==> src/rtl/ru_avl_pkg.sv <==
// Avalon-MM CSR port dimensions and default command timing for the
// remote-update controller. Imported by modules that size Avalon-side signals.

package ru_avl_pkg;

   // Avalon data bus width
   localparam int AVL_DATA_W = 32;

   // CSR word address
   // Upper 3 bits pick the register, lower 2 bits refine it
   localparam int AVL_ADDR_W = 5;

   // Idle cycles forced after every command handed to the core
   // Covers the core's latency in raising busy, and gives direct
   // control strobes time to settle
   localparam int DEFAULT_HOLD_CYCLES = 2;

endpackage : ru_avl_pkg

==> src/rtl/ru_csr_pkg.sv <==
// CSR register map of the remote-update block, the parameter codes the core
// expects, and the two-way decode of the CSR address word. Imported by the
// command pipeline, the issue logic and the top level.

package ru_csr_pkg;

   // Register index, upper 3 bits of the CSR address
   localparam logic [2:0] CSR_STATE_MODE      = 3'd0;
   localparam logic [2:0] CSR_EARLY_CONF_DONE = 3'd1;
   localparam logic [2:0] CSR_WD_TIMEOUT      = 3'd2;
   localparam logic [2:0] CSR_WD_ENABLE       = 3'd3;
   localparam logic [2:0] CSR_BOOT_ADDRESS    = 3'd4;
   localparam logic [2:0] CSR_INTERNAL_OSC    = 3'd5;
   localparam logic [2:0] CSR_TRIGGER_COND    = 3'd6;
   localparam logic [2:0] CSR_CONTROL         = 3'd7;

   // Operation select inside CSR_CONTROL
   localparam logic [1:0] CTRL_RESET_TIMER = 2'd0;
   localparam logic [1:0] CTRL_RECONFIG    = 2'd1;

   // Parameter code on the core's ru_param bus
   typedef logic [2:0] ru_param_t;

   // Same address word, two readings
   // Parameter registers use the low bits as read source,
   // CSR_CONTROL uses them as operation select
   typedef union packed {
      struct packed {
         logic [2:0] index;
         logic [1:0] read_source;
      } param;
      struct packed {
         logic [2:0] index;
         logic [1:0] control_op;
      } ctrl;
   } ru_addr_u;

   // CSR index to core parameter code
   // Code 5 is unused by this register map
   function automatic ru_param_t csr_to_param(input logic [2:0] index);
      ru_param_t code;
      case (index)
         CSR_INTERNAL_OSC: code = 3'd6;
         CSR_TRIGGER_COND: code = 3'd7;
         // Not a parameter register, code is don't care
         CSR_CONTROL:      code = 3'd0;
         default:          code = index;
      endcase
      return code;
   endfunction

endpackage : ru_csr_pkg

==> src/rtl/avl_cmd_pipeline.sv <==
// Avalon-MM CSR front end. Accepts transfers under a registered waitrequest,
// parks a request caught by a rising waitrequest in a skid register, holds the
// current command in a one-entry stage and strobes cmd_issue when it may go
// to the core. A short hold follows every issue.

`timescale 1ns/1ps

module avl_cmd_pipeline
   import ru_avl_pkg::*;
   import ru_csr_pkg::*;
#(
   parameter int HOLD_CYCLES = DEFAULT_HOLD_CYCLES
) (
   input  logic                  clk,
   input  logic                  reset,
   input  logic                  avl_csr_read,
   input  logic                  avl_csr_write,
   input  logic [AVL_ADDR_W-1:0] avl_csr_addr,
   input  logic [AVL_DATA_W-1:0] avl_csr_wdata,
   input  logic                  busy_stall,
   output logic                  avl_csr_waitrequest,
   output logic                  cmd_read,
   output logic                  cmd_write,
   output ru_addr_u              cmd_addr,
   output logic [AVL_DATA_W-1:0] cmd_wdata,
   output logic                  cmd_issue
);

   // Hold counter sized to reach HOLD_CYCLES, at least one bit
   localparam int CNT_W = (HOLD_CYCLES > 0) ? $clog2(HOLD_CYCLES + 1) : 1;

   // Skid register
   logic                  skid_read;
   logic                  skid_write;
   logic [AVL_ADDR_W-1:0] skid_addr;
   logic [AVL_DATA_W-1:0] skid_wdata;
   logic                  use_skid;

   // Stage input mux
   logic                  load_read;
   logic                  load_write;
   logic [AVL_ADDR_W-1:0] load_addr;
   logic [AVL_DATA_W-1:0] load_wdata;

   logic                  waitrequest_q;
   logic                  stage_full;
   logic                  stage_wait;
   logic                  wait_rise;
   logic [CNT_W-1:0]      hold_cnt;
   logic                  hold_active;

   assign stage_full  = cmd_read | cmd_write;
   assign hold_active = (hold_cnt != '0);

   // Command leaves the stage this cycle
   assign cmd_issue = stage_full & ~hold_active & ~busy_stall;

   // Stage occupied and stuck, so it cannot load
   assign stage_wait = stage_full & ~cmd_issue;

   // Bus still sees waitrequest low this cycle, but the stage is stuck
   // The transfer on the bus is accepted and must go to the skid
   assign wait_rise = ~waitrequest_q & stage_wait;

   assign avl_csr_waitrequest = waitrequest_q;

   // Control flags of the skid and the registered waitrequest
   always_ff @(posedge clk or posedge reset) begin
      if (reset) begin
         waitrequest_q <= 1'b1;
         use_skid      <= 1'b1;
         skid_read     <= 1'b0;
         skid_write    <= 1'b0;
      end else begin
         waitrequest_q <= stage_wait;
         if (wait_rise) begin
            skid_read  <= avl_csr_read;
            skid_write <= avl_csr_write;
         end
         // Skid drained once the stage takes from it
         if (!stage_wait) begin
            use_skid <= 1'b0;
         end else if (wait_rise) begin
            use_skid <= 1'b1;
         end
      end
   end

   // Skid payload
   always_ff @(posedge clk) begin
      if (wait_rise) begin
         skid_addr  <= avl_csr_addr;
         skid_wdata <= avl_csr_wdata;
      end
   end

   // Skid has priority over the bus while it holds a request
   always_comb begin
      load_read  = avl_csr_read;
      load_write = avl_csr_write;
      load_addr  = avl_csr_addr;
      load_wdata = avl_csr_wdata;
      if (use_skid) begin
         load_read  = skid_read;
         load_write = skid_write;
         load_addr  = skid_addr;
         load_wdata = skid_wdata;
      end
   end

   // Command stage, loads when empty or issuing
   always_ff @(posedge clk or posedge reset) begin
      if (reset) begin
         cmd_read  <= 1'b0;
         cmd_write <= 1'b0;
      end else if (!stage_wait) begin
         cmd_read  <= load_read;
         cmd_write <= load_write;
      end
   end

   always_ff @(posedge clk) begin
      if (!stage_wait) begin
         cmd_addr  <= load_addr;
         cmd_wdata <= load_wdata;
      end
   end

   // Post-issue hold, counts down from HOLD_CYCLES
   always_ff @(posedge clk or posedge reset) begin
      if (reset) begin
         hold_cnt <= '0;
      end else if (cmd_issue) begin
         hold_cnt <= CNT_W'(HOLD_CYCLES);
      end else if (hold_active) begin
         hold_cnt <= hold_cnt - 1'b1;
      end
   end

endmodule : avl_cmd_pipeline

==> src/rtl/ru_command_issue.sv <==
// Turns an issued command into the remote-update core's strobes. Decodes the
// register index, maps it to a parameter code, generates the watchdog reset
// pulse and keeps the sticky reconfigure request. Strobes are combinational
// and appear in the issue cycle.

`timescale 1ns/1ps

module ru_command_issue
   import ru_avl_pkg::*;
   import ru_csr_pkg::*;
#(
   parameter int IN_DATA_WIDTH = 32
) (
   input  logic                     clk,
   input  logic                     reset,
   input  logic                     cmd_read,
   input  logic                     cmd_write,
   input  ru_addr_u                 cmd_addr,
   input  logic [AVL_DATA_W-1:0]    cmd_wdata,
   input  logic                     cmd_issue,
   output logic                     ru_read_param,
   output logic                     ru_write_param,
   output ru_param_t                ru_param,
   output logic [1:0]               ru_read_source,
   output logic [IN_DATA_WIDTH-1:0] ru_data_in,
   output logic                     ru_reset_timer,
   output logic                     ru_reconfig
);

   logic is_control;
   logic ctrl_set;
   logic reset_timer_op;
   logic reconfig_op;
   logic reconfig_q;

   // Control register seen through the control view
   assign is_control     = (cmd_addr.ctrl.index == CSR_CONTROL);
   assign reset_timer_op = (cmd_addr.ctrl.control_op == CTRL_RESET_TIMER);
   assign reconfig_op    = (cmd_addr.ctrl.control_op == CTRL_RECONFIG);

   // Write of a 1 to a control operation
   // Bit 0 is the only meaningful data bit here
   assign ctrl_set = cmd_issue & cmd_write & is_control & cmd_wdata[0];

   // Parameter view drives the code and the read source
   assign ru_param       = csr_to_param(cmd_addr.param.index);
   assign ru_read_source = cmd_addr.param.read_source;
   assign ru_data_in     = cmd_wdata[IN_DATA_WIDTH-1:0];

   // Reads pass to the core for every index
   assign ru_read_param = cmd_issue & cmd_read;

   // CSR_CONTROL is local, never a parameter write
   assign ru_write_param = cmd_issue & cmd_write & ~is_control;

   // One-cycle watchdog reset, direct to the core
   assign ru_reset_timer = ctrl_set & reset_timer_op;

   // Reconfigure request stays up until reset
   // The core reloads the device, so it is never withdrawn
   always_ff @(posedge clk or posedge reset) begin
      if (reset) begin
         reconfig_q <= 1'b0;
      end else if (ctrl_set && reconfig_op) begin
         reconfig_q <= 1'b1;
      end
   end

   assign ru_reconfig = reconfig_q;

endmodule : ru_command_issue

==> src/rtl/ru_busy_tracker.sv <==
// Watches the core's busy signal. Stalls command issue while the core is busy
// and for the cycle after busy drops, and returns read data to the Avalon side
// on that cycle when the last parameter access was a read.

`timescale 1ns/1ps

module ru_busy_tracker
   import ru_avl_pkg::*;
#(
   parameter int OUT_DATA_WIDTH = 32
) (
   input  logic                      clk,
   input  logic                      reset,
   input  logic                      ru_busy,
   input  logic                      ru_read_param,
   input  logic                      ru_write_param,
   input  logic [OUT_DATA_WIDTH-1:0] ru_data_out,
   output logic                      busy_stall,
   output logic                      avl_csr_readdatavalid,
   output logic [AVL_DATA_W-1:0]     avl_csr_rdata
);

   logic busy_q;
   logic busy_fall;
   logic need_response;

   always_ff @(posedge clk or posedge reset) begin
      if (reset) begin
         busy_q <= 1'b0;
      end else begin
         busy_q <= ru_busy;
      end
   end

   // First cycle with busy low again
   assign busy_fall = busy_q & ~ru_busy;

   // Extra cycle keeps issue off while the core presents its data
   assign busy_stall = ru_busy | busy_fall;

   // Pending read response, strobes never coincide
   always_ff @(posedge clk or posedge reset) begin
      if (reset) begin
         need_response <= 1'b0;
      end else if (ru_read_param) begin
         need_response <= 1'b1;
      end else if (ru_write_param) begin
         need_response <= 1'b0;
      end
   end

   assign avl_csr_readdatavalid = busy_fall & need_response;

   // Zero-extended core data, valid with readdatavalid only
   assign avl_csr_rdata = AVL_DATA_W'(ru_data_out);

endmodule : ru_busy_tracker

==> src/rtl/ru_update_top.sv <==
// Remote-update controller. Bridges an Avalon-MM CSR slave to the
// parameter and control handshake of the configuration-update core.
// Instantiate with the core's data widths and the wanted post-issue hold.

`timescale 1ns/1ps

module ru_update_top
   import ru_avl_pkg::*;
   import ru_csr_pkg::*;
#(
   parameter int IN_DATA_WIDTH  = 32,
   parameter int OUT_DATA_WIDTH = 32,
   parameter int HOLD_CYCLES    = DEFAULT_HOLD_CYCLES
) (
   input  logic                      clk,
   input  logic                      reset,
   // Avalon-MM CSR slave
   input  logic                      avl_csr_write,
   input  logic                      avl_csr_read,
   input  logic [AVL_ADDR_W-1:0]     avl_csr_addr,
   input  logic [AVL_DATA_W-1:0]     avl_csr_wdata,
   output logic [AVL_DATA_W-1:0]     avl_csr_rdata,
   output logic                      avl_csr_readdatavalid,
   output logic                      avl_csr_waitrequest,
   // Remote-update core
   output logic [1:0]                ru_read_source,
   output logic                      ru_read_param,
   output logic                      ru_write_param,
   output ru_param_t                 ru_param,
   output logic                      ru_reconfig,
   output logic                      ru_reset_timer,
   output logic [IN_DATA_WIDTH-1:0]  ru_data_in,
   input  logic                      ru_busy,
   input  logic [OUT_DATA_WIDTH-1:0] ru_data_out
);

   // Command stage
   logic                  cmd_read;
   logic                  cmd_write;
   ru_addr_u              cmd_addr;
   logic [AVL_DATA_W-1:0] cmd_wdata;
   logic                  cmd_issue;

   // Issue blocked by the core
   logic                  busy_stall;

   avl_cmd_pipeline #(
      .HOLD_CYCLES (HOLD_CYCLES)
   ) i_cmd_pipeline (
      .clk                 (clk),
      .reset               (reset),
      .avl_csr_read        (avl_csr_read),
      .avl_csr_write       (avl_csr_write),
      .avl_csr_addr        (avl_csr_addr),
      .avl_csr_wdata       (avl_csr_wdata),
      .busy_stall          (busy_stall),
      .avl_csr_waitrequest (avl_csr_waitrequest),
      .cmd_read            (cmd_read),
      .cmd_write           (cmd_write),
      .cmd_addr            (cmd_addr),
      .cmd_wdata           (cmd_wdata),
      .cmd_issue           (cmd_issue)
   );

   ru_command_issue #(
      .IN_DATA_WIDTH (IN_DATA_WIDTH)
   ) i_command_issue (
      .clk            (clk),
      .reset          (reset),
      .cmd_read       (cmd_read),
      .cmd_write      (cmd_write),
      .cmd_addr       (cmd_addr),
      .cmd_wdata      (cmd_wdata),
      .cmd_issue      (cmd_issue),
      .ru_read_param  (ru_read_param),
      .ru_write_param (ru_write_param),
      .ru_param       (ru_param),
      .ru_read_source (ru_read_source),
      .ru_data_in     (ru_data_in),
      .ru_reset_timer (ru_reset_timer),
      .ru_reconfig    (ru_reconfig)
   );

   ru_busy_tracker #(
      .OUT_DATA_WIDTH (OUT_DATA_WIDTH)
   ) i_busy_tracker (
      .clk                   (clk),
      .reset                 (reset),
      .ru_busy               (ru_busy),
      .ru_read_param         (ru_read_param),
      .ru_write_param        (ru_write_param),
      .ru_data_out           (ru_data_out),
      .busy_stall            (busy_stall),
      .avl_csr_readdatavalid (avl_csr_readdatavalid),
      .avl_csr_rdata         (avl_csr_rdata)
   );

endmodule : ru_update_top

==> config.mk <==
export PLATFORM = sky130hd
export DESIGN_NAME = ru_update_top
export DESIGN_NICKNAME = d
export VERILOG_FILES = /design/src/rtl/ru_avl_pkg.sv /design/src/rtl/ru_csr_pkg.sv /design/src/rtl/avl_cmd_pipeline.sv /design/src/rtl/ru_command_issue.sv /design/src/rtl/ru_busy_tracker.sv /design/src/rtl/ru_update_top.sv
export SDC_FILE = /design/constraint.sdc
export NUM_CORES = 1
export LEC_CHECK = 0
export ABC_AREA = 1
export BUFFER_PORTS_ARGS = -buffer_cell sky130_fd_sc_hd__buf_2
export CAP_MARGIN = 0
export CORE_ASPECT_RATIO = 1.75
export CORE_MARGIN = 2
export CORE_UTILIZATION = 45
export CTS_BUF_LIST = sky130_fd_sc_hd__clkbuf_8
export DETAILED_ROUTE_END_ITERATION = 16
export PLACE_DENSITY = 0.8
export SETUP_SLACK_MARGIN = 0.2
export SLEW_MARGIN = 20
export SYNTH_ARGS = -nofsm -noshare
export SYNTH_HDL_FRONTEND = slang
export SYNTH_SLANG_ARGS = --single-unit
export TNS_END_PERCENT = 10
==> constraint.sdc <==
create_clock -name clk -period 1.8 [get_ports clk]
set_input_delay 0.45 -clock clk [delete_from_list [all_inputs] [get_ports clk]]
set_output_delay 0.45 -clock clk [all_outputs]
set_load 0.01 [all_outputs]
==> flow_metrics.tcl <==
set metrics [dict create \
    worstMarginPinSlew_ns 0.409 \
    num_vias 1973 \
    hp-class "in -> async" \
    vdd_ir_drop_max_uv 660 \
    antenna_found_initial 0 \
    powerDensity_nw_per_um2 1720 \
    critical_path_class "reg -> out" \
    portBuffers 84 \
    syn-instance-count 234 \
    violations "negative setup slack" \
    setup_viol 3 \
    synth_top_area_cell "edfxtp_1" \
    dr.pass1.iters 4 \
    drv_cap 0 \
    crit_fanout 2 \
    routed_via_density 4.97 \
    cts_tree "done" \
    nets 377 \
    syn_to_final_growth_pct 16.7 \
    clock_path_buffers 2 \
    syn_area_per_cell_um2 15.9 \
    ys_warn_count 0 \
    grt_setup_unrepaired "true" \
    cts_buffers 9 \
    root_buffer "clkbuf_8" \
    synth_compound_area_share_pct 1.34 \
    final_cell_mix "buf_2 (83), edfxtp_1 (74), mux2_4 (35), nand2_1 (20), inv_1 (12)" \
    grtUsageTotal_pct 16.4 \
    layout_commonest_cell "buf_2" \
    wire_per_inst_um 17.7 \
    drt_iter0_markers 105 \
    first_global_vias 2145 \
    slew_viol_final 0 \
    p_leak_nw 1.86 \
    max_freq_mhz 501 \
    antenna-diode-count 0 \
    detail_route.wirelength_mm 7.02 \
    r2r_slack_ns 0.26 \
    cts.clk_slew.worst_paths_ns 0.08 \
    drive_gt1_share_pct 55.7 \
    end_kind "output pin" \
    core_um2 7960 \
    worst_slack_ns -0.197 \
    muxShareOfSynthArea_pct 14.7 \
    synth_top_area_share_pct 59.7 \
    synthAdderAreaFrac_pct 0.336 \
    place_congestion 0.745 \
    fin_util_pct 54.5 \
    fin_cells 397 \
    start_util_pct 46.7 \
    required_ns 1.35 \
    hpwl_mm 4.93 \
    seq_area_frac_synth_pct 67.2 \
    synth_top_family_by_area "multiplexers" \
    synthesis.nets 309 \
    die_h_um 124 \
    grt_max_degree 43 \
    dpl.cell_count 377 \
    die_area_um2 9040 \
    synth_xor_area_share_pct 0 \
    yosys.area_share.simple_pct 5.92 \
    ant_nets 0 \
    grt_overflow 0 \
    insertion_delay_ns 0.36 \
    drc 0 \
    synth_cell_type_count 23 \
    clock_skew_ns 0.0124 \
    fin_crit_ns 2.00 \
    cts_sinks 85 \
    io-pin-count 149 \
    slew_headroom_pct 72.7 \
    critPathLaunchType "flop" \
    htree_num_levels 3 \
    syn_area_um2 3720 \
    hold_viol 0 \
    cp.arrival_ns 1.55 \
    synth.area.top_cells "edfxtp_1 (60%), mux2_4 (14%), buf_4 (6.9%)" \
    post-place-ws_ns 0.0735 \
    fin_crit_sh_pct 111 \
    num_rows 43 \
    die_w_um 72.7 \
    ys_seq_elements 85 \
    status "finished, violations left" \
    grt_pass1_wl_mm 10.6 \
]
==> cell type report <==
class / instances / area (um2)
timing repair buffer: 96 / 578
tap: 90 / 113
multi-input combinational: 89 / 880
inverter: 21 / 81.3
fill: 644 / 3620
sequential: 85 / 2500
clock inverter: 7 / 66.3
clock buffer: 9 / 124
==> final timing paths <==
| check | from | to | cells after the start |
|---|---|---|---|
| setup / recovery | i_cmd_pipeline.hold_cnt[1] | ru_write_param | 8 |
| hold / removal | reset | i_busy_tracker.need_response | 2 |
| setup reg to reg | i_cmd_pipeline.hold_cnt[1] | i_cmd_pipeline.skid_wdata[20] | 7 |
| hold reg to reg | i_command_issue.ru_reconfig | i_command_issue.ru_reconfig | 2 |
| max in group asynchronous | reset | i_cmd_pipeline.use_skid | 2 |
| min in group clk | ru_busy | i_busy_tracker.busy_q | 1 |
==> worst max-delay path, stage by stage (launching register included) <==
cell	delay (ns)
dfrtp_1	0.39
inv_2	0.08
ha_4	0.14
buf_6	0.10
inv_4	0.03
nor2_4	0.13
nand4_1	0.12
inv_1	0.07
buf_2	0.12
==> Yosys cell counts <==
master / n
mux2_4: 35
nand3_2: 1
o211ai_1: 1
o21ai_1: 6
nand4_1: 2
ha_1: 1
inv_2: 6
buf_6: 5
nand3b_4: 1
a21boi_0: 1
dfstp_2: 2
nand3_1: 4
inv_1: 15
nand2_1: 21
nand2_2: 2
buf_4: 34
nor2_1: 7
dfrtp_1: 9
nor2_4: 3
edfxtp_1: 74
mux2_1: 2
or2_2: 1
o21ai_0: 1
==> routing by layer <==
| layer | GRT usage (%) | share of wire [%] |
|---|---|---|
| met3 | 3.96 | 6.8 |
| met2 | 26.9 | 53 |
| met4 | 14.9 | 7.6 |
| met5 | 0 | 0 |
| met1 | 16.3 | 33 |
==> timing repair <==
item	in CTS	in global routing
hold buffers	0	0
resized for setup	10	10
pin swaps	4	4
buffers inserted	1	3
endpoints found under the setup margin	11	22
==> cells by family after synthesis <==
kind of cell,after synthesis
adder cells (fa/ha/maj),1
flip-flops,85
buffers and inverters,60
AND/OR/NAND/NOR,42
AO/OA/AOI/OAI,9
multiplexers,37
==> sequential cells by signal, indices dropped and copies added (netlist names), 2 cells and up <==
name,flops
i_cmd_pipeline.cmd_addr,5
i_cmd_pipeline.hold_cnt,2
i_cmd_pipeline.skid_addr,5
i_cmd_pipeline.cmd_wdata,32
i_cmd_pipeline.skid_wdata,32
==> metrics by stage <==
| stage | setup TNS [ns] | power, mW | hold WS (ns) | instance area [um2] |
|---|---|---|---|---|
| floorplan | 0 | 5.21 | 0.301 | 3730 |
| global placement | 0 | 5.91 | 0.443 | 4060 |
| detailed placement | 0 | 6.04 | 0.456 | 4060 |
| CTS | -0.630 | 7.40 | 0.0569 | 4280 |
| global route | -0.882 | 7.85 | 0.100 | 4340 |
| finish | -0.549 | 7.45 | 0.0674 | 4340 |
==> power by group <==
group / leakage (nW) / total [mW] / switching (mW) / internal [mW]
Sequential: 0.819 / 3.37 / 0.265 / 3.10
Clock: 0.0903 / 1.30 / 0.665 / 0.631
Combinational: 0.949 / 2.79 / 1.43 / 1.35
Power figures use the tool's default switching activity.
